[config.mk]
export PLATFORM = sky130hd
export DESIGN_NAME = smem_arb
export DESIGN_NICKNAME = d
export VERILOG_FILES = /design/src/hdl/mem_unit_pkg.sv /design/src/hdl/skid_buffer.sv /design/src/hdl/smem_arb.sv
export SDC_FILE = /design/constraint.sdc
export NUM_CORES = 1
export LEC_CHECK = 0
export ABC_AREA = 1
export ABC_CLOCK_PERIOD_IN_PS = 6900
export BUFFER_PORTS_ARGS = -buffer_cell sky130_fd_sc_hd__buf_2
export CORE_UTILIZATION = 40
export CTS_CLUSTER_DIAMETER = 50
export CTS_CLUSTER_SIZE = 40
export DETAILED_ROUTE_END_ITERATION = 12
export PLACE_DENSITY = 0.74
export SYNTH_ARGS = -nofsm -noshare
export SYNTH_HDL_FRONTEND = slang
export SYNTH_SLANG_ARGS = --single-unit
[constraint.sdc]
create_clock -name clk -period 6.9 [get_ports clk]
set_clock_uncertainty 0.05 [all_clocks]
set_input_delay 0 -clock clk [delete_from_list [all_inputs] [get_ports clk]]
set_output_delay 0 -clock clk [all_outputs]
set_load 0.005 [all_outputs]
[src/hdl/mem_unit_pkg.sv]
package mem_unit_pkg;

    // Word-addressed bus widths
    localparam int ADDR_WIDTH   = 30;
    localparam int DATA_WIDTH   = 32;
    localparam int BYTEEN_WIDTH = DATA_WIDTH / 8;

    // Bit 0 of the data port tag selects shared memory
    localparam int CORE_TAG_WIDTH = 4;
    localparam int SMEM_TAG_WIDTH = CORE_TAG_WIDTH - 1;

    // Bit 0 of the external tag is the source (0 fetch, 1 data)
    localparam int MEM_TAG_WIDTH = SMEM_TAG_WIDTH + 1;

    typedef struct packed {
        logic [ADDR_WIDTH-1:0]     addr;
        logic                      rw;
        logic [BYTEEN_WIDTH-1:0]   byteen;
        logic [DATA_WIDTH-1:0]     data;
        logic [SMEM_TAG_WIDTH-1:0] tag;
    } data_req_t;

    typedef struct packed {
        logic [ADDR_WIDTH-1:0]    addr;
        logic                     rw;
        logic [BYTEEN_WIDTH-1:0]  byteen;
        logic [DATA_WIDTH-1:0]    data;
        logic [MEM_TAG_WIDTH-1:0] tag;
    } mem_req_t;

endpackage

[src/hdl/skid_buffer.sv]
`timescale 1ns/1ps

module skid_buffer #(
    parameter type T = logic
) (
    input  logic clk,
    input  logic reset,
    input  logic valid_in,
    input  T     data_in,
    output logic ready_in,
    output logic valid_out,
    output T     data_out,
    input  logic ready_out
);

    logic valid_main;
    logic valid_skid;
    T     data_main;
    T     data_skid;
    logic advance;

    // Output register free or being drained
    assign advance = ready_out || !valid_main;

    always_ff @(posedge clk) begin
        if (reset) begin
            valid_main <= 1'b0;
            valid_skid <= 1'b0;
        end else if (advance) begin
            valid_main <= valid_skid || valid_in;
            valid_skid <= 1'b0;
        end else if (valid_in && ready_in) begin
            valid_skid <= 1'b1;
        end
    end

    always_ff @(posedge clk) begin
        if (advance) begin
            data_main <= valid_skid ? data_skid : data_in;
        end else if (valid_in && ready_in) begin
            data_skid <= data_in;
        end
    end

    // No combinational path from ready_out to ready_in
    assign ready_in  = !valid_skid;
    assign valid_out = valid_main;
    assign data_out  = data_main;

endmodule

[src/hdl/smem_arb.sv]
`timescale 1ns/1ps

module smem_arb import mem_unit_pkg::*; (
    input  logic                      clk,
    input  logic                      reset,

    input  logic                      data_req_valid,
    input  logic                      data_req_rw,
    input  logic [BYTEEN_WIDTH-1:0]   data_req_byteen,
    input  logic [ADDR_WIDTH-1:0]     data_req_addr,
    input  logic [DATA_WIDTH-1:0]     data_req_data,
    input  logic [CORE_TAG_WIDTH-1:0] data_req_tag,
    output logic                      data_req_ready,

    output logic                      data_rsp_valid,
    output logic [DATA_WIDTH-1:0]     data_rsp_data,
    output logic [CORE_TAG_WIDTH-1:0] data_rsp_tag,
    input  logic                      data_rsp_ready,

    output logic                      smem_req_valid,
    output logic                      smem_req_rw,
    output logic [BYTEEN_WIDTH-1:0]   smem_req_byteen,
    output logic [ADDR_WIDTH-1:0]     smem_req_addr,
    output logic [DATA_WIDTH-1:0]     smem_req_data,
    output logic [SMEM_TAG_WIDTH-1:0] smem_req_tag,
    input  logic                      smem_req_ready,

    input  logic                      smem_rsp_valid,
    input  logic [DATA_WIDTH-1:0]     smem_rsp_data,
    input  logic [SMEM_TAG_WIDTH-1:0] smem_rsp_tag,
    output logic                      smem_rsp_ready,

    output logic                      dmem_req_valid,
    output logic                      dmem_req_rw,
    output logic [BYTEEN_WIDTH-1:0]   dmem_req_byteen,
    output logic [ADDR_WIDTH-1:0]     dmem_req_addr,
    output logic [DATA_WIDTH-1:0]     dmem_req_data,
    output logic [SMEM_TAG_WIDTH-1:0] dmem_req_tag,
    input  logic                      dmem_req_ready,

    input  logic                      dmem_rsp_valid,
    input  logic [DATA_WIDTH-1:0]     dmem_rsp_data,
    input  logic [SMEM_TAG_WIDTH-1:0] dmem_rsp_tag,
    output logic                      dmem_rsp_ready
);

    typedef struct packed {
        data_req_t req;
        logic      smem;
    } req_entry_t;

    req_entry_t entry_in;
    req_entry_t entry_out;
    logic       buf_valid;
    logic       buf_ready;

    always_comb begin
        entry_in.req.addr   = data_req_addr;
        entry_in.req.rw     = data_req_rw;
        entry_in.req.byteen = data_req_byteen;
        entry_in.req.data   = data_req_data;
        entry_in.req.tag    = data_req_tag[CORE_TAG_WIDTH-1:1];
        entry_in.smem       = data_req_tag[0];
    end

    skid_buffer #(
        .T (req_entry_t)
    ) req_buf (
        .clk       (clk),
        .reset     (reset),
        .valid_in  (data_req_valid),
        .data_in   (entry_in),
        .ready_in  (data_req_ready),
        .valid_out (buf_valid),
        .data_out  (entry_out),
        .ready_out (buf_ready)
    );

    // Steer by the stored flag
    assign smem_req_valid  = buf_valid && entry_out.smem;
    assign dmem_req_valid  = buf_valid && !entry_out.smem;
    assign buf_ready       = entry_out.smem ? smem_req_ready : dmem_req_ready;

    assign smem_req_rw     = entry_out.req.rw;
    assign smem_req_byteen = entry_out.req.byteen;
    assign smem_req_addr   = entry_out.req.addr;
    assign smem_req_data   = entry_out.req.data;
    assign smem_req_tag    = entry_out.req.tag;

    assign dmem_req_rw     = entry_out.req.rw;
    assign dmem_req_byteen = entry_out.req.byteen;
    assign dmem_req_addr   = entry_out.req.addr;
    assign dmem_req_data   = entry_out.req.data;
    assign dmem_req_tag    = entry_out.req.tag;

    // Shared memory wins the response port
    assign data_rsp_valid = smem_rsp_valid || dmem_rsp_valid;
    assign data_rsp_data  = smem_rsp_valid ? smem_rsp_data : dmem_rsp_data;
    assign data_rsp_tag   = smem_rsp_valid ? {smem_rsp_tag, 1'b1} : {dmem_rsp_tag, 1'b0};
    assign smem_rsp_ready = data_rsp_ready;
    assign dmem_rsp_ready = data_rsp_ready && !smem_rsp_valid;

endmodule

* Word-level counts from Yosys, hierarchy flattened
Index checks and enable logic that the tools add are counted.
Word-level totals: flip-flop bits (word level) 144, bits in latches 0, bits in writable memories 0, ROM bits 0, bits of input ports 149, output and inout port bits 182, logic and storage cells 32, memories kept 0
Operators by class: $add $sub $neg 0, multiply operators 0, div/mod/pow operators 0, order comparisons 0, equality and inequality tests 0, shift-type cells 0, muxes and demuxes 4, bitwise operators 1, reductions and logical operators 13
Operators by type and width (number):
- 2-to-1 mux 71 bit | 1
- 2-to-1 mux 32 bit | 1
- logical AND 1 bit | 4
- logical NOT 1 bit | 4
- 2-to-1 mux 4 bit | 1
- logical OR 1 bit | 3
- AND reduction 2 bit | 1
- OR reduction 2 bit | 1
- 2-to-1 mux 1 bit | 1
- NOT 1 bit | 1

* Longest topological paths before layout
word-level depth 4, depth in mapped cells 5, depth with buffers taken out 4

* Hierarchy
From an unflattened synthesis, not the netlist that was laid out.
Unflattened totals: cell total of the unflattened synthesis 579, area, all modules 6399.9 µm²
Modules (own cells, without submodules):
- skid_buffer | instances 1, cells an instance 383, area each 5316.3 µm²
- smem_arb | instances 1, cells an instance 196, area each 1083.5 µm²

* Least setup slack after synthesis
Ideal clock, no wire load.
path type reg-to-reg, from register req_buf.data_main, in the netlist req_buf.data_out[0], to register req_buf.data_skid[0] (netlist bit), enable pin, arrival time 5952 ps, setup slack 398 ps, cell stages (with the launch flop) 4, path buffers 0, cell sequence edfxtp_1 > nand2_1 > nand3_1 > nor2_1
On the way: cells in the longest elaborated chain, start to end 4
Ends and longest elaborated chain:
- start: declaration | line skid_buffer.sv:18 | T data_main;
- start signal: assignment | line skid_buffer.sv:39 | data_main <= valid_skid ? data_skid : data_in;
- 2-to-1 mux 1 bit | line smem_arb.sv:82 | assign buf_ready = entry_out.smem ? smem_req_ready : dmem_req_ready;
- logical OR 1 bit | line skid_buffer.sv:23 | assign advance = ready_out || !valid_main;
- net req_buf.advance | line skid_buffer.sv:20 | logic advance;
- NOT 1 bit (no line)
- AND reduction 2 bit (no line)
- end signal: assignment | line skid_buffer.sv:41 | data_skid <= data_in;
- end: declaration | line skid_buffer.sv:19 | T data_skid;
The timed path passes the listed nets, and every way through them passes these cells. A chain may end at the register's enable or synchronous reset.

* Worst setup path in the final report
from register req_buf.valid_skid, to register req_buf.data_skid[5] (netlist bit), enable pin
On the way: cells in the longest elaborated chain, start to end 3
Ends and longest elaborated chain:
- start: declaration | line skid_buffer.sv:17 | logic valid_skid;
- start signal: assignment | line skid_buffer.sv:28 | valid_skid <= 1'b0;
- start signal: assignment | line skid_buffer.sv:31 | valid_skid <= 1'b0;
- start signal: assignment | line skid_buffer.sv:33 | valid_skid <= 1'b1;
- logical NOT 1 bit | line skid_buffer.sv:46 | assign ready_in = !valid_skid;
- logical AND 1 bit | line skid_buffer.sv:40 | end else if (valid_in && ready_in) begin
- AND reduction 2 bit (no line)
No other way between the ends.

==> qor.yml <==
critPathCapture: "req_buf.data_skid[5]"
grt_pass1_vias: 4729
critPathKind: "reg2reg"
swShare_pct: 24.5
comb_power_share_pct: 13.2
fin_tns_setup_ns: 0
cp-end-kind: "register"
syn_inst: 645
ff2ff_setup_slack_ns: 4.18
max_freq_mhz: 368
drive_above_1_share_pct: 40.2
yosysWarnings: 0
power.density_mw_per_mm2: 253
rows: 47
cp_data_arrival_time_ns: 2.72
grt_antenna_before_repair: 1
slowest_delay_ns: 0.71
drt_iter0_markers: 235
ys_top_cells_by_area: "edfxtp_1 (63%), nand2_1 (18%), buf_4 (16%)"
placed_cells: 1035
wl_per_cell_um: 14.5
cp.required_ns: 6.90
cts_resized: 0
startpoint: "req_buf.valid_skid"
pwr-share-seq_pct: 48.0
vias: 5009
fp.dieArea_mm2: 0.0176
path_buf_inv: 2
htreeDepth: 4
worstPathMaxFanout: 73
cts.sinks: 144
status: "finished clean"
p_int_uw: 1690
grt_pass1_wl_mm: 24.6
crit_family: "buffers and inverters"
dp_hpwl_mm: 10.6
grt_remaining_overflow: 0
cts_tree: "built"
rsz0062_at_grt: "no"
setup_viol_count_final: 0
yosys.area.top_type: "edfxtp_1"
start_util_pct: 41.1
numPortBuffers: 330
drv_slew: 0
syn_avg_cell_area_um2: 10.6
r2r_start: "req_buf.valid_skid"
start_kind: "register"
clk_latency_ns: 0.41
die_w_um: 133
synthArstFlopShare_pct: 0
grt_usage_pct: 18.4
crit_slowest_cell: "nor2_4"
period_share_pct: 39.4
ctsRootBufferMaster: "clkbuf_16"
yosysMostFrequentCell: "nand2_1"
coreArea_mm2: 0.0166
r2r_cells: 4
num_io_pins: 331
synthTopCellsByCount: "nand2_1 (323), buf_4 (146), edfxtp_1 (142), buf_2 (9), buf_6 (8)"
ys_seq_area_share_pct: 63.1
clk_pin_slew_ns: 0.06
grt_max_degree: 74
cts_made_buffers: 17
hold_viol: 0
gp_congestion: 0.836
ant_nets: 0
tightestPinTransition_ns: 0.951
synth_fp_nets: 794
synth_cell_types: 14
power.switching_uw: 549
clockBufferDepth: 2
stdcell_count: 1142
synth-edff-count: 142
drt-total-wl_mm: 16.5
viasPerCell: 4.39
synth-seq-cells: 144
hold_path_class: "in2out"
yosys_most_used_dff: "edfxtp_1"
netlist_area_mm2: 0.00682
area_growth_syn_to_layout_pct: 30.0
cp_num_cells: 4
nets: 1057
power.leakage_uw: 0.00427
crit_chain: "inv_6 -> nand2_1 -> nor2_4 -> buf_4"
cap_violations: 0
synth_top_area_share_pct: 62.6
finalCriticalPeriod_ns: 2.72
r2r-end: "req_buf.data_skid[5]"
relSlewSlack_pct: 36.6
pwr-share-clk_pct: 38.8
first_pass_iters: 5
remaining_drc_errors: 0
vdd_drop_max_mv: 0.149
dieHeight_um: 133
[cell type report]
class	instances	area, µm²
well taps	220	275
diodes	1	2.50
flip-flops and latches	144	4310
fillers	1409	7720
repair buffers	407	2410
inverters	7	31.3
multi-input cells	331	1270
clock buffers	17	425
clock inverters	15	134
[sequential cells by signal (all words and copies together), names as in the netlist]
register            flops
req_buf.valid_skid      1
req_buf.valid_out       1
req_buf.data_skid      71
req_buf.data_out       71
[placed cells by master, fill, tap and decap left out, types with 3 or more instances in the layout]
cell,instances
buf_2,330
nand2_1,323
edfxtp_1,142
dlygate4sd3_1,74
clkbuf_16,17
inv_1,5
inv_6,5
clkinvlp_4,4
nor2_1,3
clkinv_2,3
buf_4,3
[logic make-up after synthesis]
family	share of synthesized area [%]
compound gates	0.0734
simple gates	18.3
flops	63.1
buf+inv	18.5
[power by group through the flow]
stage	Combinational [µW]	Sequential [µW]	Clock [µW]
floorplan	213	1090	0
global placement	261	1090	0
detailed placement	265	1090	0
CTS	298	1080	884
global route	325	1080	920
finish	296	1070	869
[layer usage]
layer / GRT usage, % / vias up / share of wire, %
li1: - / 2465 / -
met1: 20.6 / 2259 / 38
met2: 33.5 / 265 / 53
met3: 4.44 / 20 / 7.1
met4: 7.54 / 0 / 1.8
met5: 0 / - / 0
[stage by stage]
step	hold WS (ns)	total power, µW	cell area [µm²]	worst slack [ns]	util, %
final	0.157	2240	8860	4.18	53.4
after global routing	0.170	2330	8860	3.99	53.4
after CTS	0.156	2260	8860	4.09	53.4
after detailed placement	0.143	1360	7560	4.12	45.6
after global placement	0.142	1350	7560	4.15	45.6
after floorplan	0.0169	1300	6820	0.398	-
[worst min path at each step]
stage                startpoint               endpoint  slack [ns]  cells past startpoint
2_1_floorplan    data_rsp_ready         dmem_rsp_ready        0.02                      2
3_3_place_gp   data_req_data[5]   req_buf.data_skid[9]        0.14                      1
5_1_grt          dmem_req_ready   req_buf.data_skid[8]        0.17                      4
3_5_place_dp        data_req_rw  req_buf.data_skid[40]        0.14                      1
6_report         data_rsp_ready         smem_rsp_ready        0.16                      2
4_1_cts          dmem_req_ready  req_buf.data_skid[10]        0.16                      4
[what timing repair did]
| item | 4_1_cts | 5_1_grt |
|---|---|---|
| hold buffers | 74 | 0 |
| setup buffers | 0 | 0 |
| setup endpoints to repair | 0 | 0 |
| endpoints found under the hold margin | 144 | 0 |
Power figures use the tool's default switching activity.
