`src/hdl/mem_perf.sv`:
```
`timescale 1ns/1ps

module mem_perf #(
    parameter int PERF_CTR_BITS = 32
) (
    input  logic                     clk,
    input  logic                     reset,
    input  logic                     mem_req_valid,
    input  logic                     mem_req_rw,
    input  logic                     mem_req_ready,
    input  logic                     mem_rsp_valid,
    input  logic                     mem_rsp_ready,
    output logic [PERF_CTR_BITS-1:0] perf_mem_reads,
    output logic [PERF_CTR_BITS-1:0] perf_mem_writes,
    output logic [PERF_CTR_BITS-1:0] perf_mem_latency
);

    logic [PERF_CTR_BITS-1:0] pending_reads;
    logic                     read_fire;
    logic                     write_fire;
    logic                     rsp_fire;

    assign read_fire  = mem_req_valid && mem_req_ready && !mem_req_rw;
    assign write_fire = mem_req_valid && mem_req_ready && mem_req_rw;
    assign rsp_fire   = mem_rsp_valid && mem_rsp_ready;

    always_ff @(posedge clk) begin
        if (reset) begin
            pending_reads    <= '0;
            perf_mem_reads   <= '0;
            perf_mem_writes  <= '0;
            perf_mem_latency <= '0;
        end else begin
            // Both at once leaves the count unchanged
            if (read_fire && !rsp_fire) begin
                pending_reads <= pending_reads + 1'b1;
            end else if (rsp_fire && !read_fire) begin
                pending_reads <= pending_reads - 1'b1;
            end
            if (read_fire) begin
                perf_mem_reads <= perf_mem_reads + 1'b1;
            end
            if (write_fire) begin
                perf_mem_writes <= perf_mem_writes + 1'b1;
            end
            perf_mem_latency <= perf_mem_latency + pending_reads;
        end
    end

endmodule

```
`config.mk`:
```
export PLATFORM = sky130hd
export DESIGN_NAME = mem_perf
export DESIGN_NICKNAME = d
export VERILOG_FILES = /design/src/hdl/mem_perf.sv
export SDC_FILE = /design/constraint.sdc
export NUM_CORES = 1
export LEC_CHECK = 0
export ABC_AREA = 1
export ABC_CLOCK_PERIOD_IN_PS = 5800
export BUFFER_PORTS_ARGS = -buffer_cell sky130_fd_sc_hd__buf_2
export CAP_MARGIN = 10
export CORE_MARGIN = 2
export CORE_UTILIZATION = 50
export DETAILED_ROUTE_END_ITERATION = 6
export PLACE_DENSITY = 0.69
export SYNTH_ARGS = -nofsm -noshare
export SYNTH_HDL_FRONTEND = slang
export SYNTH_SLANG_ARGS = --single-unit
```
`constraint.sdc`:
```
create_clock -name clk -period 5.8 [get_ports clk]
set_input_delay 0.58 -clock clk [delete_from_list [all_inputs] [get_ports clk]]
set_output_delay 0.58 -clock clk [all_outputs]
set_load 0.03 [all_outputs]
```
==> Yosys cells after proc, flatten, opt, wreduce, memory -nomap -nowiden <==
Cells that the tools add are included.
{ "op_classes": {"addsub": 5, "muxes": 2, "n_reduce_logical": 10} }
{ "ops": {"columns": ["op", "n"], "rows": [
  ["32-bit by 1-bit adder with 32-bit output, second input constant", 3],
  ["32-bit 2-to-1 mux", 2],
  ["32-bit adder", 1],
  ["32-bit by 1-bit subtractor with 32-bit output, second input constant", 1],
  ["1-bit logical AND", 6],
  ["1-bit zero test", 3],
  ["2-bit nonzero test", 1]
]} }
{ "word_totals": {"register_bits": 128, "out_inout_bits": 96, "word_cells": 21} }

==> Longest topological paths before layout <==
Gate-level depths: netlist of run 1.
{ "depth": {"depth_word": 6, "mapped_depth": 19, "ltp_nobuf": 18} }

==> Worst setup path before layout of run 1 <==
OpenSTA, ideal clock, no wires.
{ "synth_path": {"path_kind": "input to register", "startpoint": "input port mem_req_rw", "endpoint": "register pending_reads[23]", "setup_ps": 109, "path_stages": 18, "arrival_ps": 3069, "required_ps": 5691, "path_slack_ps": 2622, "cell_sequence": "inv_1 nand3_1 inv_1 buf_1 ha_1 inv_1 ha_1 nand2_1 nor2_1 nand3_1 nand2_1 nand2_1 nand2_1 nand2_1 nand3_1 nand3_1 nand2_1 inv_1"} }
{ "synth_between": {"elab_chain_len": 5} }
{ "synth_rtl": {"columns": ["item", "line", "rtl"], "rows": [
  ["from (decl)", "9", "input logic mem_req_rw,"],
  ["1-bit zero test (*)", "23", "assign read_fire = mem_req_valid && mem_req_ready && !mem_req_rw;"],
  ["1-bit logical AND (*)", "23", null],
  ["net read_fire", "19", "logic read_fire;"],
  ["1-bit zero test", "37", "end else if (rsp_fire && !read_fire) begin"],
  ["1-bit logical AND", "37", null],
  ["2-bit nonzero test (no line)", null, null],
  ["to (signal assigned)", "36", "pending_reads <= pending_reads + 1'b1;"],
  ["to (signal assigned)", "38", "pending_reads <= pending_reads - 1'b1;"],
  ["to (decl)", "18", "logic [PERF_CTR_BITS-1:0] pending_reads;"]
]} }
Mark *: on every way through the listed nets, which the timed path passes. The rest lies on a longest branch.
A chain may end at the register's enable or synchronous reset.

==> Worst setup path after layout of run 1 <==
{ "layout_path": {"startpoint": "input port mem_req_ready", "endpoint": "register pending_reads[20]"} }
{ "layout_between": {"elab_chain_len": 5} }
{ "layout_rtl": {"columns": ["item", "line", "rtl"], "rows": [
  ["from (decl)", "10", "input logic mem_req_ready,"],
  ["1-bit logical AND (*) (2 in series)", "23", null],
  ["1-bit zero test", "37", null],
  ["1-bit logical AND", "37", null],
  ["2-bit nonzero test (no line)", null, null]
]} }
Mark *: on every way between the ends. The rest lies on a longest branch, timed or not.

==> results by group, run 1 <==
Clocking
  • CTS sink count: 128
  • CTS Buf Count: 17
  • Clock Tree Root: clkbuf_16
  • Later-pin clock latency in the skew report: 0.43 ns
  • H-tree depth: 4
  • CTS clk-pin slew, worst paths: 0.06 ns
  • Max Root-Sink Buffers: 2
  • Postcts setup bufs: 0
  • CTS tree: yes
  • Post-cts sizing count: 0
  • CTS Hold Bufs: 0

Job
  • # Max-Cap Violations: 0

Logic synthesis
  • Post-synthesis mux area share: 0
  • Synth Register Bits: 128
  • Mapped Cells: 1697
  • Post-synthesis simple-gate area fraction: 0.405
  • Mapped Nets: 1770
  • Yosys warns: 0
  • Post-synthesis xor/xnor area fraction: 0.0253
  • Synth cell types: 43
  • Synth Area in Compound Gates: 0.117
  • Prevailing post-synth register cell: dfxtp_1
  • Largest family of logic cells by synthesized area: simple AND/OR/NAND/NOR gates
  • Yosys top cell area share: 0.255
  • Area contributors post-synth: dfxtp_1 26%, nand2_1 20%, inv_1 10%
  • Post-synthesis sequential area ratio: 0.255
  • Cell Area, Synth: 0.0100 mm2
  • Ys async rst share: 0
  • Syn_area_per_cell: 5.91 um2
  • Post-synth EDFFs: 0
  • Post-synthesis adder-cell area fraction: 0.0838
  • Post-synth top area cell: dfxtp_1

Setup path
  • Crit path max fanout: 30
  • Worst EP arrival: 4.24 ns
  • Critical Path Start Type: input pin
  • R2R depth: 13
  • Crit path required time: 6.13 ns
  • Critical path class: in2reg
  • Worst Setup End Kind: flop

Power
  • PwrDens: 309 mW/mm2
  • Worst VDD drop: 0.235 mV
  • Tot Pwr: 3.53 mW
  • Pleak: 5.93 nW

Floorplan
  • Die ar.: 0.0212 mm2
  • Core area: 0.0196 mm2
  • I/O Pins: 103
  • Num rows: 51
  • Die H: 146 um
  • Initial core utilization: 0.512
  • Die Span X: 146 um

Worst hold path
  • Depth of the worst hold-timing path: 2
  • Hold Path Class: reg2reg

Detailed routing
  • DR iter-0 viols: 576
  • Vias: 10500
  • Drt drc: 0
  • Final WL: 28200 um
  • WL/cell: 13.6 um
  • Post-route ant nets: 0
  • DR pass1 iterations: 5
  • Vias per cell: 5.08

GRT
  • Number of global-route vias before repair: 9806
  • Initial antenna violation count: 0
  • GRT overflow: 0
  • Total GRT Usage: 0.266
  • First-pass GRT wire length: 46400 um
  • Largest net degree at the start of global routing: 70

STA
  • Unrepaired setup endpoints after global routing: false
  • Least-Margin Pin Slew: 1.09 ns
  • Worst Slack Setup Final: 1.89 ns
  • Crit path time final: 3.91 ns
  • Rel. slew slack: 0.271
  • Post-Route Setup TNS: 0 ns
  • Fmax: 0.256 GHz
  • Final period util: 0.674
  • Setup violators final: 0
  • Slew Viols, Final: 0
  • Final hold violations: 0
  • Worst Skew: 0.0101 ns

Final layout
  • Non-Filler Instances: 2073
  • Area grow syn2layout: 13.9%
  • Fill cell count: 1978
  • Fin nets: 1868
  • Reg area: 0.00256 mm2
  • Fraction of final layout cells with drive strength greater than 1: 0.0957
  • Most frequent cells in the layout: 537 x nand2_1, 272 x inv_1, 234 x nor2_1
  • Multi-input logic area: 0.00633 mm2
  • Antenna fix cells: 0
  • Most common cell after layout, fill and taps aside: nand2_1

Run status
  • Outcome: finished, final reports clean

Placement
  • Routability cong.: 0.910
  • Dpl hpwl: 21600 um
  • IO buf count: 102
  • Placed insts: 2041
  • Dpl ws: 1.47 ns
==> metal layers <==
layer,share of wire,up-vias,track usage,wire length (um)
met3,0.044,52,0.0417,1230
li1,-,5549,-,-
met4,0.033,0,0.111,941
met2,0.48,241,0.462,13500
met5,0,-,0,0
met1,0.44,4699,0.329,12500
==> Yosys cell counts, types with 3 or more instances <==
cell type,instances
nor4_1,3
o21a_1,7
nand2_1,537
nor3_1,39
nor3_4,5
nor2_1,234
o21bai_1,8
xor2_1,19
buf_1,3
nand3_1,71
o21ai_1,4
inv_2,4
o21ai_0,67
nand2_2,7
nand3_2,3
nand4_1,19
ha_1,64
a21oi_1,121
and2_1,3
o211ai_1,3
nor2_2,3
clkbuf_1,19
a31oi_1,3
xnor2_1,10
nor3_2,4
inv_1,273
nand3b_1,14
dfxtp_1,128
==> report_power, final <==
part	total (mW)	internal [mW]	leakage [nW]	switching [mW]
combinational	1.28	0.415	4.58	0.869
sequential	1.05	0.966	1.04	0.0852
clock	1.20	0.738	0.305	0.458
==> cell type report <==
class,count,share of cell area
Inverter,278,0.0913
Clock buffer,18,0.0384
Tap cell,265,0.0290
Multi-Input combinational cell,1267,0.554
Sequential cell,128,0.224
Timing Repair Buffer,103,0.0453
Clock inverter,14,0.0177
==> state kept, by name (all words and copies together) (netlist names) <==
name / count
perf_mem_latency: 32
pending_reads: 32
perf_mem_writes: 32
perf_mem_reads: 32
==> through the flow <==
step | cell area [um2] | utilization | hold WS [ns]
4_1_cts | 11400 | 0.583 | 0.495
3_3_place_gp | 10800 | 0.550 | 0.470
5_1_grt | 11400 | 0.583 | 0.514
6_report | 11400 | 0.583 | 0.490
2_1_floorplan | 10000 | - | 0.481
3_5_place_dp | 10800 | 0.550 | 0.484
==> cells by family after synthesis <==
logic type	count (synthesis)
AOI/OAI and AO/OA	220
DFF	128
adders and majority gates	66
xor gates and xnor gates	29
buffers and inverters	302
and+or+nand+nor	952
==> worst max-delay path, stage by stage <==
cell and delay (ns):
buf_2 0.11, nand3_1 0.41, inv_1 0.37, ha_1 0.37
inv_1 0.80, ha_1 0.44, nand2_1 0.10, inv_1 0.05
a21oi_1 0.28, nand3_1 0.24, nand2_1 0.13, nand2_1 0.06
nand2_1 0.06, nand3_1 0.07, nand2_1 0.10, inv_1 0.04
==> path summary, 6_finish.rpt <==
check | startpoint | endpoint | slack [ns]
worst max register to register | pending_reads[1] | pending_reads[16] | 3.63
worst min register to register | perf_mem_reads[29] | perf_mem_reads[29] | 0.49
worst max-delay path | mem_req_ready | pending_reads[20] | 1.89
worst min-delay path | perf_mem_reads[29] | perf_mem_reads[29] | 0.49
No activity file was read; power rests on OpenSTA's default activity.
==> run 2, diff against run 1 <==
ABC_CLOCK_PERIOD_IN_PS = 4000   (was 5800)
clock period = 4 ns   (was 5.8 ns; I/O delays follow)
==> results by group, run 2 (synthesis gave the netlist of run 1 again) <==
Detailed routing
  • Vias: 10600
  • Post-route ant nets: 0
  • WL/cell: 13.8 um
  • Vias per cell: 5.13
  • DR pass1 iterations: 5
  • Drt drc: 0
  • DR iter-0 viols: 665
  • Final WL: 28600 um

Floorplan
  • Die Span X: 146 um
  • Core area: 0.0196 mm2
  • Num rows: 51
  • Initial core utilization: 0.512
  • Die ar.: 0.0212 mm2
  • I/O Pins: 103
  • Die H: 146 um

Final layout
  • Fraction of final layout cells with drive strength greater than 1: 0.0951
  • Most frequent cells in the layout: 537 x nand2_1, 272 x inv_1, 234 x nor2_1
  • Area grow syn2layout: 13.7%
  • Antenna fix cells: 0
  • Fin nets: 1870
  • Most common cell after layout, fill and taps aside: nand2_1
  • Fill cell count: 2010
  • Cell area after layout: 0.0114 mm2
  • Util after Layout: 0.582

Placement
  • Routability cong.: 0.972
  • Dpl hpwl: 22000 um
  • IO buf count: 102
  • Dpl ws: 0.567 ns
  • DP Area: 0.0108 mm2

Clocking
  • Clock Tree Root: clkbuf_16
  • CTS tree: yes
  • H-tree depth: 4
  • Later-pin clock latency in the skew report: 0.43 ns
  • CTS clk-pin slew, worst paths: 0.06 ns
  • Post-cts sizing count: 0
  • Max Root-Sink Buffers: 2
  • CTS Buf Count: 17
  • Postcts setup bufs: 0
  • CTS Hold Bufs: 0
  • CTS sink count: 128

STA
  • Fmax: 0.331 GHz
  • Setup violators final: 0
  • Crit path time final: 3.02 ns
  • Hold slack: 0.491 ns
  • Worst Slack Setup Final: 0.982 ns
  • Unrepaired setup endpoints after global routing: false
  • Least-Margin Pin Slew: 1.14 ns
  • Worst Skew: 0.0121 ns
  • Rel. slew slack: 0.238
  • Slew Viols, Final: 0
  • Final period util: 0.755
  • Post-Route Setup TNS: 0 ns
  • Final hold violations: 0

Setup path
  • Crit path max fanout: 30
  • Worst EP arrival: 3.34 ns
  • Worst Setup End Kind: flop
  • Critical Path Start Type: input pin
  • Crit path required time: 4.32 ns
  • Critical path class: in2reg

GRT
  • Number of global-route vias before repair: 9935
  • Largest net degree at the start of global routing: 69
  • First-pass GRT wire length: 47500 um
  • Initial antenna violation count: 0
  • GRT overflow: 0
  • Total GRT Usage: 0.271

Job
  • # Max-Cap Violations: 0

Power
  • Combinational Power Share: 0.372
  • Clk pwr share: 0.325
  • Internal: 3.01 mW
  • Switching pwr: 2.03 mW
  • PwrDens: 441 mW/mm2
  • Switching share of power: 0.403
  • Pleak: 5.92 nW
  • Flop pwr share: 0.303
  • Worst VDD drop: 0.340 mV

Run status
  • Outcome: finished, final reports clean

Worst hold path
  • Hold Path Class: reg2reg
-- run 2: changes by cell type in the layout (fill, tap and decap cells not counted), sizes merged --
cell      delta
buf          +2
clkbuf       +2
inv          -2
bufinv       -1
clkinv       +1
clkinvlp     -1
-- run 2: metal layers --
metal | track usage | vias up | part of all wire
met5 | 0 | - | 0
met4 | 0.0961 | 0 | 0.028
met3 | 0.0480 | 52 | 0.045
met2 | 0.472 | 261 | 0.48
met1 | 0.338 | 4753 | 0.44
li1 | - | 5573 | -
-- run 2: final cells by class --
class	instances	area, um2	area share
Clock inverter	11	158	0.0138
Tap cell	265	332	0.0291
Timing Repair Buffer	105	533	0.0467
Clock buffer	20	447	0.0392
Multi-Input combinational cell	1267	6330	0.555
Inverter	278	1040	0.0915
Sequential cell	128	2560	0.225
-- run 2: power groups by stage --
stage	logic (mW)	registers, mW	clock network (mW)
after floorplan	1.27	1.66	0
after global placement	1.83	1.55	0
after detailed placement	1.85	1.55	0
after CTS	1.86	1.53	1.66
after global routing	2.13	1.53	1.71
final	1.87	1.52	1.64
-- run 2: final timing paths --
path | start | end | slack, ns | depth (start not counted)
max | mem_req_ready | pending_reads[20] | 0.98 | 16
min | perf_mem_reads[29] | perf_mem_reads[29] | 0.49 | 2
min reg2reg | perf_mem_reads[29] | perf_mem_reads[29] | 0.49 | 2
max reg2reg | pending_reads[0] | perf_mem_latency[22] | 1.80 | 13
-- run 2: worst max-delay path, cell delays in order --
cell and delay [ns]:
buf_2 0.11, nand3_1 0.13, inv_1 0.08, ha_1 0.25, inv_1 0.82, ha_1 0.43
nand2_1 0.11, inv_1 0.06, a21oi_1 0.28, nand3_1 0.23, nand2_1 0.13, nand2_1 0.06
nand2_1 0.05, nand3_1 0.06, nand2_1 0.10, inv_1 0.04
-- run 2: stage by stage --
stage	cells	power [mW]
finish	2074	5.03
global route	2074	5.37
CTS	2074	5.05
detailed placement	2043	3.40
global placement	2043	3.39
floorplan	1697	2.92
