[src/hdl/mem_unit_pkg.sv]
package mem_unit_pkg;

    // Word-addressed bus widths
    localparam int ADDR_WIDTH   = 30;
    localparam int DATA_WIDTH   = 32;
    localparam int BYTEEN_WIDTH = DATA_WIDTH / 8;

    // Bit 0 of the data port tag selects shared memory
    localparam int CORE_TAG_WIDTH = 4;
    localparam int SMEM_TAG_WIDTH = CORE_TAG_WIDTH - 1;

    // Bit 0 of the external tag is the source (0 fetch, 1 data)
    localparam int MEM_TAG_WIDTH = SMEM_TAG_WIDTH + 1;

    typedef struct packed {
        logic [ADDR_WIDTH-1:0]     addr;
        logic                      rw;
        logic [BYTEEN_WIDTH-1:0]   byteen;
        logic [DATA_WIDTH-1:0]     data;
        logic [SMEM_TAG_WIDTH-1:0] tag;
    } data_req_t;

    typedef struct packed {
        logic [ADDR_WIDTH-1:0]    addr;
        logic                     rw;
        logic [BYTEEN_WIDTH-1:0]  byteen;
        logic [DATA_WIDTH-1:0]    data;
        logic [MEM_TAG_WIDTH-1:0] tag;
    } mem_req_t;

endpackage

[src/hdl/skid_buffer.sv]
`timescale 1ns/1ps

module skid_buffer #(
    parameter type T = logic
) (
    input  logic clk,
    input  logic reset,
    input  logic valid_in,
    input  T     data_in,
    output logic ready_in,
    output logic valid_out,
    output T     data_out,
    input  logic ready_out
);

    logic valid_main;
    logic valid_skid;
    T     data_main;
    T     data_skid;
    logic advance;

    // Output register free or being drained
    assign advance = ready_out || !valid_main;

    always_ff @(posedge clk) begin
        if (reset) begin
            valid_main <= 1'b0;
            valid_skid <= 1'b0;
        end else if (advance) begin
            valid_main <= valid_skid || valid_in;
            valid_skid <= 1'b0;
        end else if (valid_in && ready_in) begin
            valid_skid <= 1'b1;
        end
    end

    always_ff @(posedge clk) begin
        if (advance) begin
            data_main <= valid_skid ? data_skid : data_in;
        end else if (valid_in && ready_in) begin
            data_skid <= data_in;
        end
    end

    // No combinational path from ready_out to ready_in
    assign ready_in  = !valid_skid;
    assign valid_out = valid_main;
    assign data_out  = data_main;

endmodule

[src/hdl/mem_arb.sv]
`timescale 1ns/1ps

module mem_arb import mem_unit_pkg::*; (
    input  logic                       clk,
    input  logic                       reset,

    input  logic                       fetch_req_valid,
    input  logic [ADDR_WIDTH-1:0]      fetch_req_addr,
    input  logic [MEM_TAG_WIDTH-2:0]   fetch_req_tag,
    output logic                       fetch_req_ready,

    output logic                       fetch_rsp_valid,
    output logic [DATA_WIDTH-1:0]      fetch_rsp_data,
    output logic [MEM_TAG_WIDTH-2:0]   fetch_rsp_tag,
    input  logic                       fetch_rsp_ready,

    input  logic                       dmem_req_valid,
    input  logic                       dmem_req_rw,
    input  logic [BYTEEN_WIDTH-1:0]    dmem_req_byteen,
    input  logic [ADDR_WIDTH-1:0]      dmem_req_addr,
    input  logic [DATA_WIDTH-1:0]      dmem_req_data,
    input  logic [SMEM_TAG_WIDTH-1:0]  dmem_req_tag,
    output logic                       dmem_req_ready,

    output logic                       dmem_rsp_valid,
    output logic [DATA_WIDTH-1:0]      dmem_rsp_data,
    output logic [SMEM_TAG_WIDTH-1:0]  dmem_rsp_tag,
    input  logic                       dmem_rsp_ready,

    output logic                       mem_req_valid,
    output logic                       mem_req_rw,
    output logic [BYTEEN_WIDTH-1:0]    mem_req_byteen,
    output logic [ADDR_WIDTH-1:0]      mem_req_addr,
    output logic [DATA_WIDTH-1:0]      mem_req_data,
    output logic [MEM_TAG_WIDTH-1:0]   mem_req_tag,
    input  logic                       mem_req_ready,

    input  logic                       mem_rsp_valid,
    input  logic [DATA_WIDTH-1:0]      mem_rsp_data,
    input  logic [MEM_TAG_WIDTH-1:0]   mem_rsp_tag,
    output logic                       mem_rsp_ready
);

    logic     prio_data;
    logic     grant_data;
    logic     grant_fetch;
    logic     buf_ready;
    mem_req_t req_in;
    mem_req_t req_out;

    // Priority flips to the other source after each grant
    assign grant_data  = dmem_req_valid && (!fetch_req_valid || prio_data);
    assign grant_fetch = fetch_req_valid && !grant_data;

    always_ff @(posedge clk) begin
        if (reset) begin
            prio_data <= 1'b0;
        end else if (buf_ready && (grant_data || grant_fetch)) begin
            prio_data <= grant_fetch;
        end
    end

    assign fetch_req_ready = buf_ready && grant_fetch;
    assign dmem_req_ready  = buf_ready && grant_data;

    // Fetches are plain reads
    assign req_in = grant_data
        ? {dmem_req_addr, dmem_req_rw, dmem_req_byteen, dmem_req_data, dmem_req_tag, 1'b1}
        : {fetch_req_addr, 1'b0, {BYTEEN_WIDTH{1'b0}}, {DATA_WIDTH{1'b0}}, fetch_req_tag, 1'b0};

    skid_buffer #(
        .T (mem_req_t)
    ) req_buf (
        .clk       (clk),
        .reset     (reset),
        .valid_in  (fetch_req_valid || dmem_req_valid),
        .data_in   (req_in),
        .ready_in  (buf_ready),
        .valid_out (mem_req_valid),
        .data_out  (req_out),
        .ready_out (mem_req_ready)
    );

    assign mem_req_rw     = req_out.rw;
    assign mem_req_byteen = req_out.byteen;
    assign mem_req_addr   = req_out.addr;
    assign mem_req_data   = req_out.data;
    assign mem_req_tag    = req_out.tag;

    // Route responses by the source bit
    assign fetch_rsp_valid = mem_rsp_valid && !mem_rsp_tag[0];
    assign dmem_rsp_valid  = mem_rsp_valid && mem_rsp_tag[0];
    assign fetch_rsp_data  = mem_rsp_data;
    assign dmem_rsp_data   = mem_rsp_data;
    assign fetch_rsp_tag   = mem_rsp_tag[MEM_TAG_WIDTH-1:1];
    assign dmem_rsp_tag    = mem_rsp_tag[MEM_TAG_WIDTH-1:1];
    assign mem_rsp_ready   = mem_rsp_tag[0] ? dmem_rsp_ready : fetch_rsp_ready;

endmodule

[config.mk]
export PLATFORM = sky130hd
export DESIGN_NAME = mem_arb
export DESIGN_NICKNAME = d
export VERILOG_FILES = /design/src/hdl/mem_unit_pkg.sv /design/src/hdl/skid_buffer.sv /design/src/hdl/mem_arb.sv
export SDC_FILE = /design/constraint.sdc
export NUM_CORES = 1
export LEC_CHECK = 0
export ABC_AREA = 1
export BUFFER_PORTS_ARGS = -buffer_cell sky130_fd_sc_hd__buf_2
export CORE_ASPECT_RATIO = 0.75
export CORE_MARGIN = 2
export CORE_UTILIZATION = 25
export CTS_CLUSTER_DIAMETER = 30
export DETAILED_ROUTE_END_ITERATION = 12
export GPL_ROUTABILITY_DRIVEN = 0
export GPL_TIMING_DRIVEN = 0
export PLACE_DENSITY = 0.45
export SLEW_MARGIN = 20
export SYNTH_ARGS = -nofsm -noshare
export SYNTH_HDL_FRONTEND = slang
export SYNTH_SLANG_ARGS = --single-unit
[constraint.sdc]
create_clock -name clk -period 7 [get_ports clk]
set_input_delay 0.35 -clock clk [delete_from_list [all_inputs] [get_ports clk]]
set_output_delay 0.35 -clock clk [all_outputs]
set_load 0.01 [all_outputs]
# Word-level counts from Yosys, hierarchy flattened
# Index checks and enable logic that the tools add are counted.
[op_classes]
n_mux = 3
bitwise_logic = 1
n_reduce_logical = 20
[op_table]
columns = ["operator", "n"]
rows = [
  ["$mux 71", 2],
  ["$logic_and 1x1->1", 8],
  ["$logic_not 1->1", 5],
  ["$logic_or 1x1->1", 5],
  ["$reduce_and 2->1", 1],
  ["$reduce_or 2->1", 1],
  ["$mux 1", 1],
  ["$not 1->1", 1],
]
[totals]
regBits = 145

# Longest topological paths before layout
# Gate-level depths: netlist of the first run.
[depth]
word_depth = 7
mapped_depth = 7
depth_no_buf = 6

# Cells and area by module
# A second synthesis of the first run with hierarchy kept.
[hier_totals]
hier_cells = 658
area_unflattened_um2 = 6690.2
[modules_own_cells]
columns = ["mod", "n_inst", "cells_each", "area_per_inst_um2"]
rows = [
  ["skid_buffer", 1, 383, 5316.3],
  ["mem_arb", 1, 275, 1373.8],
]

# Worst setup path before layout of the first run
# OpenSTA, ideal clock, no wires.
[synth_path]
kind = "register -> register"
from = "register req_buf.valid_main, in the netlist req_buf.valid_out"
to = "register req_buf.data_skid[0] in the netlist's numbering, enable pin"
setup_ps = 501
arrival_time_ps = 5192
t_required_ps = 6499
path_slack_ps = 1308
stages_incl_launch_ff = 3
n_path_buf = 0
cell_sequence = "dfxtp_1 nand2_1 nor2_1"
[synth_via]
elab_chain_cells = 4
[synth_rtl]
columns = ["item", "line", "source"]
rows = [
  ["from (decl)", "skid_buffer.sv:16", "logic valid_main;"],
  ["from (signal assigned)", "skid_buffer.sv:30", "valid_main <= valid_skid || valid_in;"],
  ["$logic_not 1->1", "skid_buffer.sv:23", "assign advance = ready_out || !valid_main;"],
  ["$logic_or 1x1->1", "skid_buffer.sv:23", ""],
  ["via req_buf.advance", "skid_buffer.sv:20", "logic advance;"],
  ["$not 1->1 (no source line)", "--", ""],
  ["$reduce_and 2->1 (no source line)", "--", ""],
  ["to (signal assigned)", "skid_buffer.sv:41", "data_skid <= data_in;"],
  ["to (decl)", "skid_buffer.sv:19", "T data_skid;"],
]
# The timed path passes the listed nets, and every way through them passes these cells.
# A chain may end at the register's enable or synchronous reset.

# Worst setup path in the final report of the first run
[layout_path]
from = "register req_buf.valid_main, in the netlist req_buf.valid_out"
to = "register req_buf.data_skid[20] in the netlist's numbering, enable pin"
# Same word-level chain as after synthesis.

==> impl_metrics.yaml, run 1 <==
outcome:
  outcome: "finished clean"
routing:
  final_antenna_net_count: 0
  postRouteWirelength_um: 19400
  route.vias.total: 5452
  detail_route.iter0.violations: 259
  route.detailed.drc: 0
  routed_via_density: 3.90
  avgRoutedWirePerCell_um: 13.9
  drt-pass1-iter-count: 5
timing:
  hold-worst-slack_ps: 106
  skew_ps: 6.32
  finalWorstSetupSlack_ps: 4990
  finalHoldViolations: 0
  grt_setup_unrepaired: "no"
  final_period_minus_worst_setup_slack_ps: 2010
  timing.fmax_mhz: 498
  finalMaxSlewViolations: 0
  tightest_pin_transition_ps: 659
  setup_violations: 0
  min_period_over_period: 0.287
  timing.max_slew.rel_slack: 0.561
floorplanning:
  io_pins: 294
  design.core.area_um2: 28200
  floorplan.die.width_um: 200
  design.die.area_um2: 30300
  std_cell_rows: 53
  initial_utilization: 0.256
  die_span_in_y_um: 151
cells_and_area:
  final_net_count: 1146
  filler_free_cell_count_of_the_finished_design: 1398
  final_cell_area_um2: 9660
  syn2layout_area_growth_pct: 33.7
  fraction_of_final_layout_cells_with_drive_strength_greater_than_1: 0.407
clocking:
  hold_buffers: 0
  worst_setup_hold_path_clk_slew_ps: 60
  post-cts-setup-buffers: 0
  cts_tree: "built"
  cts_htree_levels: 4
  cts_max_path_buffers: 2
  clk_root_buffer_cell: "sky130_fd_sc_hd__clkbuf_16"
  clock-sinks: 145
  worstSkewPairLatency_ps: 420
  cts_repair_resize_count: 0
  numCtsBuffers: 17
synth:
  fraction_of_the_yosys_area_taken_by_sequential_cells: 0.599
  synthDistinctLibCells: 20
  netlist_area_um2: 7220
  synth.net_count: 866
  synth_cells: 719
  yosysWarningCount: 0
  syn_area_per_cell_um2: 10.0
  synth_seq_cells: 145
power:
  leakagePower_uw: 0.00474
  vdd.ir_drop.worst_uv: 139
  total_power_uw: 2270
  cellPowerDensity_nw_per_um2: 235
worst_setup_path:
  worst_setup_path_end_kind: "register"
  arrival_ps: 2130
  critPathMaxFanout: 46
  setup.worst_path.class: "register to register"
  cp-start-kind: "register"
  worst-endpoint-required_ps: 7120
placement:
  post_place_cells: 1365
  numPortBuffers: 257
  placedInstanceArea_um2: 9100
  dpl.hpwl_um: 14000
  place_ws_ps: 4800
global_routing:
  number_of_antenna_violations_at_the_first_check_in_global_routing: 2
  grt_pass1_vias: 5270
  grt_max_degree: 47
  total_grt_usage: 0.130
  remaining_overflow_grt: 0
  grt_pass1_wl_um: 29500
min_path:
  hold_path.class: "input pin to register"
job:
  max-cap-violations: 0
flip-flops by register name, indices dropped and copies added, names as in the netlist:
register,count
req_buf.data_skid,71
req_buf.valid_skid,1
prio_data,1
req_buf.valid_out,1
req_buf.data_out,71
synth_stat cells:
cell                       number  area, um^2
sky130_fd_sc_hd__nand2_1      215         807
sky130_fd_sc_hd__edfxtp_1     142        4260
sky130_fd_sc_hd__inv_1        110         413
sky130_fd_sc_hd__buf_4         73         548
sky130_fd_sc_hd__nand3_1       66         330
sky130_fd_sc_hd__and2_1        33         206
sky130_fd_sc_hd__nor2_4        30         338
sky130_fd_sc_hd__buf_1          8        30.0
sky130_fd_sc_hd__buf_2          8        40.0
sky130_fd_sc_hd__clkbuf_1       6        22.5
sky130_fd_sc_hd__nor2_1         6        22.5
sky130_fd_sc_hd__buf_6          4        45.0
sky130_fd_sc_hd__nor2_2         4        25.0
sky130_fd_sc_hd__a21oi_1        3        15.0
sky130_fd_sc_hd__dfxtp_1        3        60.1
sky130_fd_sc_hd__nand2_4        2        22.5
sky130_fd_sc_hd__nor3_1         2        10.0
sky130_fd_sc_hd__o21ai_0        2        10.0
sky130_fd_sc_hd__inv_2          1        3.75
sky130_fd_sc_hd__mux2_2         1        11.3
power breakdown:
part / total [uW] / internal [uW] / switching, uW
registers: 1050 / 1030 / 17.1
clock network: 886 / 516 / 370
logic: 333 / 144 / 190
total: 2270 / 1690 / 577
layout make-up:
| class | count | area [um^2] |
|---|---|---|
| fillers | 2955 | 18600 |
| clock buffers | 18 | 429 |
| flip-flops and latches | 145 | 4320 |
| multi-input cells | 364 | 1810 |
| clock inverters | 14 | 123 |
| diodes | 1 | 2.50 |
| plain buffers | 99 | 686 |
| repair buffers | 261 | 1380 |
| inverters | 111 | 417 |
| well taps | 385 | 482 |
cell families (layout without fill, tap and decap cells):
logic type	after synthesis	after routing	synth area share
and+or+nand+nor	358	358	0.244
buffers and inverters	210	503	0.153
DFF	145	145	0.599
AOI/OAI and AO/OA	5	5	0.00346
muxes	1	1	0.00156
other	0	1	0
layout by cell type, fill, tap and decap left out, drive strengths merged:
| master | instances |
|---|---|
| mux2 | 1 |
| inv | 111 |
| edfxtp | 142 |
| nor2 | 40 |
| clkinv | 10 |
| bufinv | 2 |
| buf | 354 |
| dfxtp | 3 |
| nand3 | 66 |
| nand2 | 217 |
| nor3 | 2 |
| diode | 1 |
| clkbuf | 24 |
| a21oi | 3 |
| and2 | 33 |
| o21ai | 2 |
| clkinvlp | 2 |
through the flow:
stage | setup TNS [ps] | utilization
after global placement | -195400 | 0.318
after global routing | 0 | 0.342
after floorplan | 0 | -
after CTS | 0 | 0.342
final | 0 | 0.342
after detailed placement | 0 | 0.322
routing by layer:
layer,vias to the layer above,global-route usage,share of wire
met5,-,0,0.00067
li1,2757,-,-
met1,2443,0.176,0.47
met2,232,0.195,0.43
met4,2,0.0463,0.017
met3,18,0.0394,0.082
worst paths after layout:
| path | startpoint | endpoint | slack [ps] | cells past startpoint |
|---|---|---|---|---|
| max | req_buf.valid_out | req_buf.data_skid[20] | 4990 | 4 |
| min | reset | prio_data | 110 | 2 |
| min reg2reg | prio_data | prio_data | 490 | 2 |
| max reg2reg | req_buf.valid_out | req_buf.data_skid[20] | 4990 | 4 |
worst max-delay path, cell delays in order, from the launching register on:
cell                      delay [ps]
sky130_fd_sc_hd__dfxtp_1         390
sky130_fd_sc_hd__nand2_4         300
sky130_fd_sc_hd__buf_16          320
sky130_fd_sc_hd__nor2_4          410
sky130_fd_sc_hd__buf_12          240
Note: power is estimated with default switching activity, not from simulation.
==> run 2: changes to the inputs <==
--- a/config.mk
+++ b/config.mk
@@ -5,7 +5,7 @@
 export SDC_FILE = /design/constraint.sdc
 export NUM_CORES = 1
 export LEC_CHECK = 0
-export ABC_AREA = 1
+export ABC_AREA = 0
 export BUFFER_PORTS_ARGS = -buffer_cell sky130_fd_sc_hd__buf_2
 export CORE_ASPECT_RATIO = 0.75
 export CORE_MARGIN = 2
==> constraint.sdc (replaced) <==
create_clock -name clk -period 1.9 [get_ports clk]
set_input_delay 0.095 -clock clk [delete_from_list [all_inputs] [get_ports clk]]
set_output_delay 0.095 -clock clk [all_outputs]
set_load 0.01 [all_outputs]
==> impl_metrics.yaml, run 2 <==
worst_setup_path:
  worst_setup_path_end_kind: "register"
  timing.critical_path.slowest_cell_delay_ps: 410
  setup.worst_path.class: "register to register"
  cp_slowest_cell: "sky130_fd_sc_hd__dfxtp_4"
  critical-path-top-cell-by-count: "sky130_fd_sc_hd__buf_8"
  worst-endpoint-required_ps: 2020
  arrival_ps: 1930
  critPathMaxFanout: 33
  cp-start-kind: "register"
  cell_breakdown_of_the_critical_path: "nand2b_4 > buf_12 > nor3_4 > buf_8 > buf_8"
global_routing:
  grt_pass1_vias: 5073
  grt_max_degree: 34
  number_of_antenna_violations_at_the_first_check_in_global_routing: 0
  remaining_overflow_grt: 0
  total_grt_usage: 0.139
  grt_pass1_wl_um: 30100
min_path:
  hold_path.class: "input pin to register"
synth:
  synth_top_area_cell: "sky130_fd_sc_hd__edfxtp_1"
  most_frequent_cell_after_synthesis: "sky130_fd_sc_hd__edfxtp_1"
  synthDistinctLibCells: 26
  share_of_the_synthesized_area_in_the_top_cell_type: 0.615
  netlist_area_um2: 6930
  yosysWarningCount: 0
  synthArstFlopShare: 0
  fraction_of_the_yosys_area_taken_by_sequential_cells: 0.624
  synth_cells: 511
  top_cells_by_count_synth: "sky130_fd_sc_hd__edfxtp_1, sky130_fd_sc_hd__buf_4, sky130_fd_sc_hd__o21ai_0"
  synth_area_leaders: "sky130_fd_sc_hd__edfxtp_1, sky130_fd_sc_hd__buf_4, sky130_fd_sc_hd__mux2_2, sky130_fd_sc_hd__and3_4, sky130_fd_sc_hd__o21ai_0"
  synth_seq_cells: 145
  syn_area_per_cell_um2: 13.6
  dominantRegCellSynth: "sky130_fd_sc_hd__edfxtp_1"
  synth.net_count: 658
  synth-edff-count: 142
routing:
  detail_route.iter0.violations: 242
  route.detailed.drc: 0
  postRouteWirelength_um: 20800
  avgRoutedWirePerCell_um: 17.6
  route.vias.total: 5168
  drt-pass1-iter-count: 5
  final_antenna_net_count: 0
  routed_via_density: 4.39
clocking:
  numCtsBuffers: 17
  cts_htree_levels: 4
  worstSkewPairLatency_ps: 410
  cts_tree: "built"
  clk_root_buffer_cell: "sky130_fd_sc_hd__clkbuf_16"
  clock-sinks: 145
  cts_max_path_buffers: 2
  worst_setup_hold_path_clk_slew_ps: 70
timing:
  skew_ps: 8.52
  finalMaxSlewViolations: 0
  timing.max_slew.rel_slack: 0.539
  final_period_minus_worst_setup_slack_ps: 1810
  finalWorstSetupSlack_ps: 87.1
  setup_violations: 0
  finalHoldViolations: 0
  timing.fmax_mhz: 552
  tightest_pin_transition_ps: 692
  min_period_over_period: 0.954
  grt_setup_unrepaired: "no"
placement:
  dpl.hpwl_um: 14200
  numPortBuffers: 258
  place_ws_ps: -660
floorplanning:
  std_cell_rows: 52
  floorplan.die.width_um: 196
  initial_utilization: 0.255
  io_pins: 294
  design.core.area_um2: 27100
  design.die.area_um2: 29100
  die_span_in_y_um: 148
job:
  max-cap-violations: 0
power:
  leakagePower_uw: 0.00416
  vdd.ir_drop.worst_uv: 568
  cellPowerDensity_nw_per_um2: 896
  total_power_uw: 8580
cells_and_area:
  final_net_count: 961
  mostFrequentLayoutCells: "sky130_fd_sc_hd__buf_2, sky130_fd_sc_hd__edfxtp_1, sky130_fd_sc_hd__buf_4"
  syn2layout_area_growth_pct: 38.1
  layout.cells.most_common: "sky130_fd_sc_hd__buf_2"
  fraction_of_final_layout_cells_with_drive_strength_greater_than_1: 0.557
outcome:
  outcome: "finished clean"
run 2: cell types whose count changed after synthesis, moves of 32 or more:
cell	before	now
sky130_fd_sc_hd__nand2_1	215	2
sky130_fd_sc_hd__inv_1	110	35
sky130_fd_sc_hd__nand3_1	66	0
sky130_fd_sc_hd__o21ai_0	2	64
sky130_fd_sc_hd__mux2_2	1	36
sky130_fd_sc_hd__and3_4	0	34
sky130_fd_sc_hd__a2bb2oi_1	0	33
sky130_fd_sc_hd__a31oi_1	0	33
sky130_fd_sc_hd__and2_1	33	1
run 2: logic make-up after synthesis:
group,share of synthesized area
DFF,0.624
buffers and inverters,0.123
AOI/OAI and AO/OA,0.123
and+or+nand+nor,0.0679
muxes,0.0628
run 2: cell type report:
cell class,instances,area [um^2]
clock buffer,19,433
buffer,105,719
tap,351,439
sequential,145,4330
timing repair buffer,283,1570
inverter,36,135
antenna,1,2.50
clock inverter,12,141
multi-input combinational,226,1800
fill,2714,17600
run 2: metrics by stage:
step	hold WS (ps)	cells	cell area (um^2)	setup TNS (ps)	util
finish	29.3	1178	9570	0	0.353
global route	0.955	1177	9570	0	0.353
CTS	0.747	1176	9550	0	0.352
detailed placement	331	1127	8790	-38760	0.324
global placement	332	1120	8680	-199120	0.320
floorplan	154	511	6950	-81710	-
run 2: critical path: cells and delay by family, from the launching register on:
family	cells	cell delay, ps
and+or+nand+nor	2	460
DFF	1	410
buffers and inverters	3	610
run 2: final timing paths:
kind | from | to | slack, ps | cells past startpoint
setup / recovery | req_buf.valid_out | req_buf.data_skid[6] | 90 | 5
hold / removal | dmem_req_data[16] | req_buf.data_skid[20] | 30 | 2
setup reg to reg | req_buf.valid_out | req_buf.data_skid[6] | 90 | 5
hold reg to reg | prio_data | prio_data | 500 | 1
run 2: where the power goes:
part	switching, uW	leakage [uW]	internal (uW)	total, uW
Clock	1350	0.000269	2040	3390
Combinational	684	0.00245	625	1310
Sequential	68.3	0.00144	3810	3880
Total	2100	0.00416	6480	8580
run 2: what timing repair did:
item	in CTS	in global routing
gates cloned	1	1
hold buffers	16	0
endpoints found under the setup margin	73	41
buffers inserted	2	0
gates resized for setup	3	4
pin swaps	1	0
hold endpoints to repair	18	0
run 2: metal layers:
layer	share of wire	global-route usage
met1	0.49	0.196
met2	0.44	0.212
met3	0.060	0.0336
met4	0.0099	0.0379
met5	0	0
==> run 3: changes to the inputs <==
--- a/config.mk
+++ b/config.mk
@@ -9,12 +9,12 @@
 export BUFFER_PORTS_ARGS = -buffer_cell sky130_fd_sc_hd__buf_2
 export CORE_ASPECT_RATIO = 0.75
 export CORE_MARGIN = 2
-export CORE_UTILIZATION = 25
+export CORE_UTILIZATION = 48
 export CTS_CLUSTER_DIAMETER = 30
 export DETAILED_ROUTE_END_ITERATION = 12
 export GPL_ROUTABILITY_DRIVEN = 0
 export GPL_TIMING_DRIVEN = 0
-export PLACE_DENSITY = 0.45
+export PLACE_DENSITY_LB_ADDON = 0.15
 export SLEW_MARGIN = 20
 export SYNTH_ARGS = -nofsm -noshare
 export SYNTH_HDL_FRONTEND = slang
==> impl_metrics.yaml, run 3 (synthesis gave the netlist of run 2 again) <==
global_routing:
  globalRoute.busiestLayer: "met2"
  grt_util_met2: 0.413
  grt_max_degree: 38
  grt_util_met3: 0.0660
  number_of_antenna_violations_at_the_first_check_in_global_routing: 2
  total_grt_usage: 0.237
  grt_pass1_vias: 5294
  met1_usage: 0.289
  grt_pass1_wl_um: 27500
  remaining_overflow_grt: 0
worst_setup_path:
  critPathMaxFanout: 10
  worst_flop_to_flop_path_startpoint: "prio_data"
  regToRegEndpoint: "req_buf.data_skid[49]"
  worst_setup_path_end_kind: "output port"
  ff2ff_path_depth: 4
  setup.worst_path.class: "register to output port"
  arrival_ps: 1690
  reg2reg_setup_slack_ps: 240
  cp-startpoint: "prio_data"
  cp-start-kind: "register"
  worst-endpoint-required_ps: 1800
clocking:
  cts_max_path_buffers: 2
  clock-sinks: 145
  worst_setup_hold_path_clk_slew_ps: 60
  worstSkewPairLatency_ps: 420
  cts_tree: "built"
  numCtsBuffers: 17
  clk_root_buffer_cell: "sky130_fd_sc_hd__clkbuf_16"
  cts_htree_levels: 4
cells_and_area:
  fillCellCount: 1079
  final_net_count: 947
  syn2layout_area_growth_pct: 32.1
  layout.cells.most_common: "sky130_fd_sc_hd__buf_2"
  mostFrequentLayoutCells: "sky130_fd_sc_hd__buf_2, sky130_fd_sc_hd__edfxtp_1, sky130_fd_sc_hd__buf_4"
  final-seq-area_um2: 4330
  fraction_of_final_layout_cells_with_drive_strength_greater_than_1: 0.568
  multi_input_comb_area_um2: 1790
outcome:
  outcome: "finished clean"
routing:
  routed_via_density: 5.22
  avgRoutedWirePerCell_um: 18.5
  final_antenna_net_count: 0
  route.vias.total: 5162
  postRouteWirelength_um: 18300
  drt-pass1-iter-count: 5
  detail_route.iter0.violations: 343
  route.detailed.drc: 0
floorplanning:
  std_cell_rows: 37
  die_span_in_y_um: 108
  io_pins: 294
  initial_utilization: 0.499
  design.die.area_um2: 15400
  design.core.area_um2: 13900
  floorplan.die.width_um: 143
timing:
  timing.max_slew.rel_slack: 0.318
  grt_setup_unrepaired: "no"
  setup_violations: 0
  timing.fmax_mhz: 559
  final_period_minus_worst_setup_slack_ps: 1790
  finalMaxSlewViolations: 0
  setup_tns_ps: 0
  skew_ps: 6.62
  tightest_pin_transition_ps: 1020
  min_period_over_period: 0.942
  finalHoldViolations: 0
power:
  total_power_uw: 8250
  leakagePower_uw: 0.00409
  vdd.ir_drop.worst_uv: 523
  cellPowerDensity_nw_per_um2: 901
job:
  max-cap-violations: 0
placement:
  numPortBuffers: 258
  dpl.hpwl_um: 13100
min_path:
  hold-path-cell-count: 2
  hold_end: "req_buf.data_skid[25]"
  hold_path.class: "input pin to register"
  hold_path.startpoint: "dmem_req_data[21]"
==> run 3: repair_timing <==
action	CTS	global route
pin swaps	1	0
endpoints found under the setup margin	72	45
hold endpoints to repair	3	1
hold buffers	1	1
gates cloned	1	1
gates resized for setup	1	1
setup buffers	4	0
==> run 3: worst max path at each step <==
stage / end / slack (ps) / depth (start not counted)
final: dmem_req_ready / 110 / 6
after global routing: dmem_req_ready / 2 / 6
after CTS: req_buf.data_skid[11] / 5 / 6
after detailed placement: req_buf.data_skid[11] / -700 / 4
after global placement: req_buf.data_skid[27] / -2300 / 2
after floorplan: req_buf.data_skid[0] / -1150 / 2
==> run 3: cell type report <==
class | count | share of cell area
Clock inverter | 14 | 0.0135
Inverter | 36 | 0.0148
Antenna cell | 2 | 0.000547
Buffer | 105 | 0.0779
Timing Repair Buffer | 269 | 0.154
Sequential cell | 145 | 0.473
Multi-Input combinational cell | 226 | 0.196
Tap cell | 175 | 0.0239
Clock buffer | 17 | 0.0465
==> run 3: worst max-delay path, cell delays in order (launching register included) <==
cell                       delay, ps
sky130_fd_sc_hd__dfxtp_1         330
sky130_fd_sc_hd__nand2b_1        160
sky130_fd_sc_hd__buf_6           140
sky130_fd_sc_hd__nand2_2         180
sky130_fd_sc_hd__buf_2           250
sky130_fd_sc_hd__nor2_1           60
sky130_fd_sc_hd__buf_2           150
==> run 3: metrics by stage <==
stage / area, um^2 / setup slack (ps) / hold slack [ps] / cells / util
after floorplan: 6950 / -1150 / 154 / 511 / -
after CTS: 9140 / 4.81 / 1.38 / 986 / 0.658
final: 9160 / 111 / 18.7 / 989 / 0.659
after global routing: 9150 / 1.72 / 1.17 / 988 / 0.659
after detailed placement: 8530 / -697 / 285 / 949 / 0.615
after global placement: 8460 / -2300 / 284 / 944 / 0.609
==> run 3: where the power goes <==
part	leakage [uW]	internal, uW	switching (uW)
Combinational	0.00238	599	653
Sequential	0.00144	3810	66.7
Clock	0.000268	1890	1230
Total	0.00409	6300	1950
==> run 3: metal layers <==
metal	up-vias	wire, um	part of all wire
met5	-	0	0
met4	0	232	0.013
met3	19	1240	0.068
met2	234	9320	0.51
met1	2476	7470	0.41
li1	2433	-	-
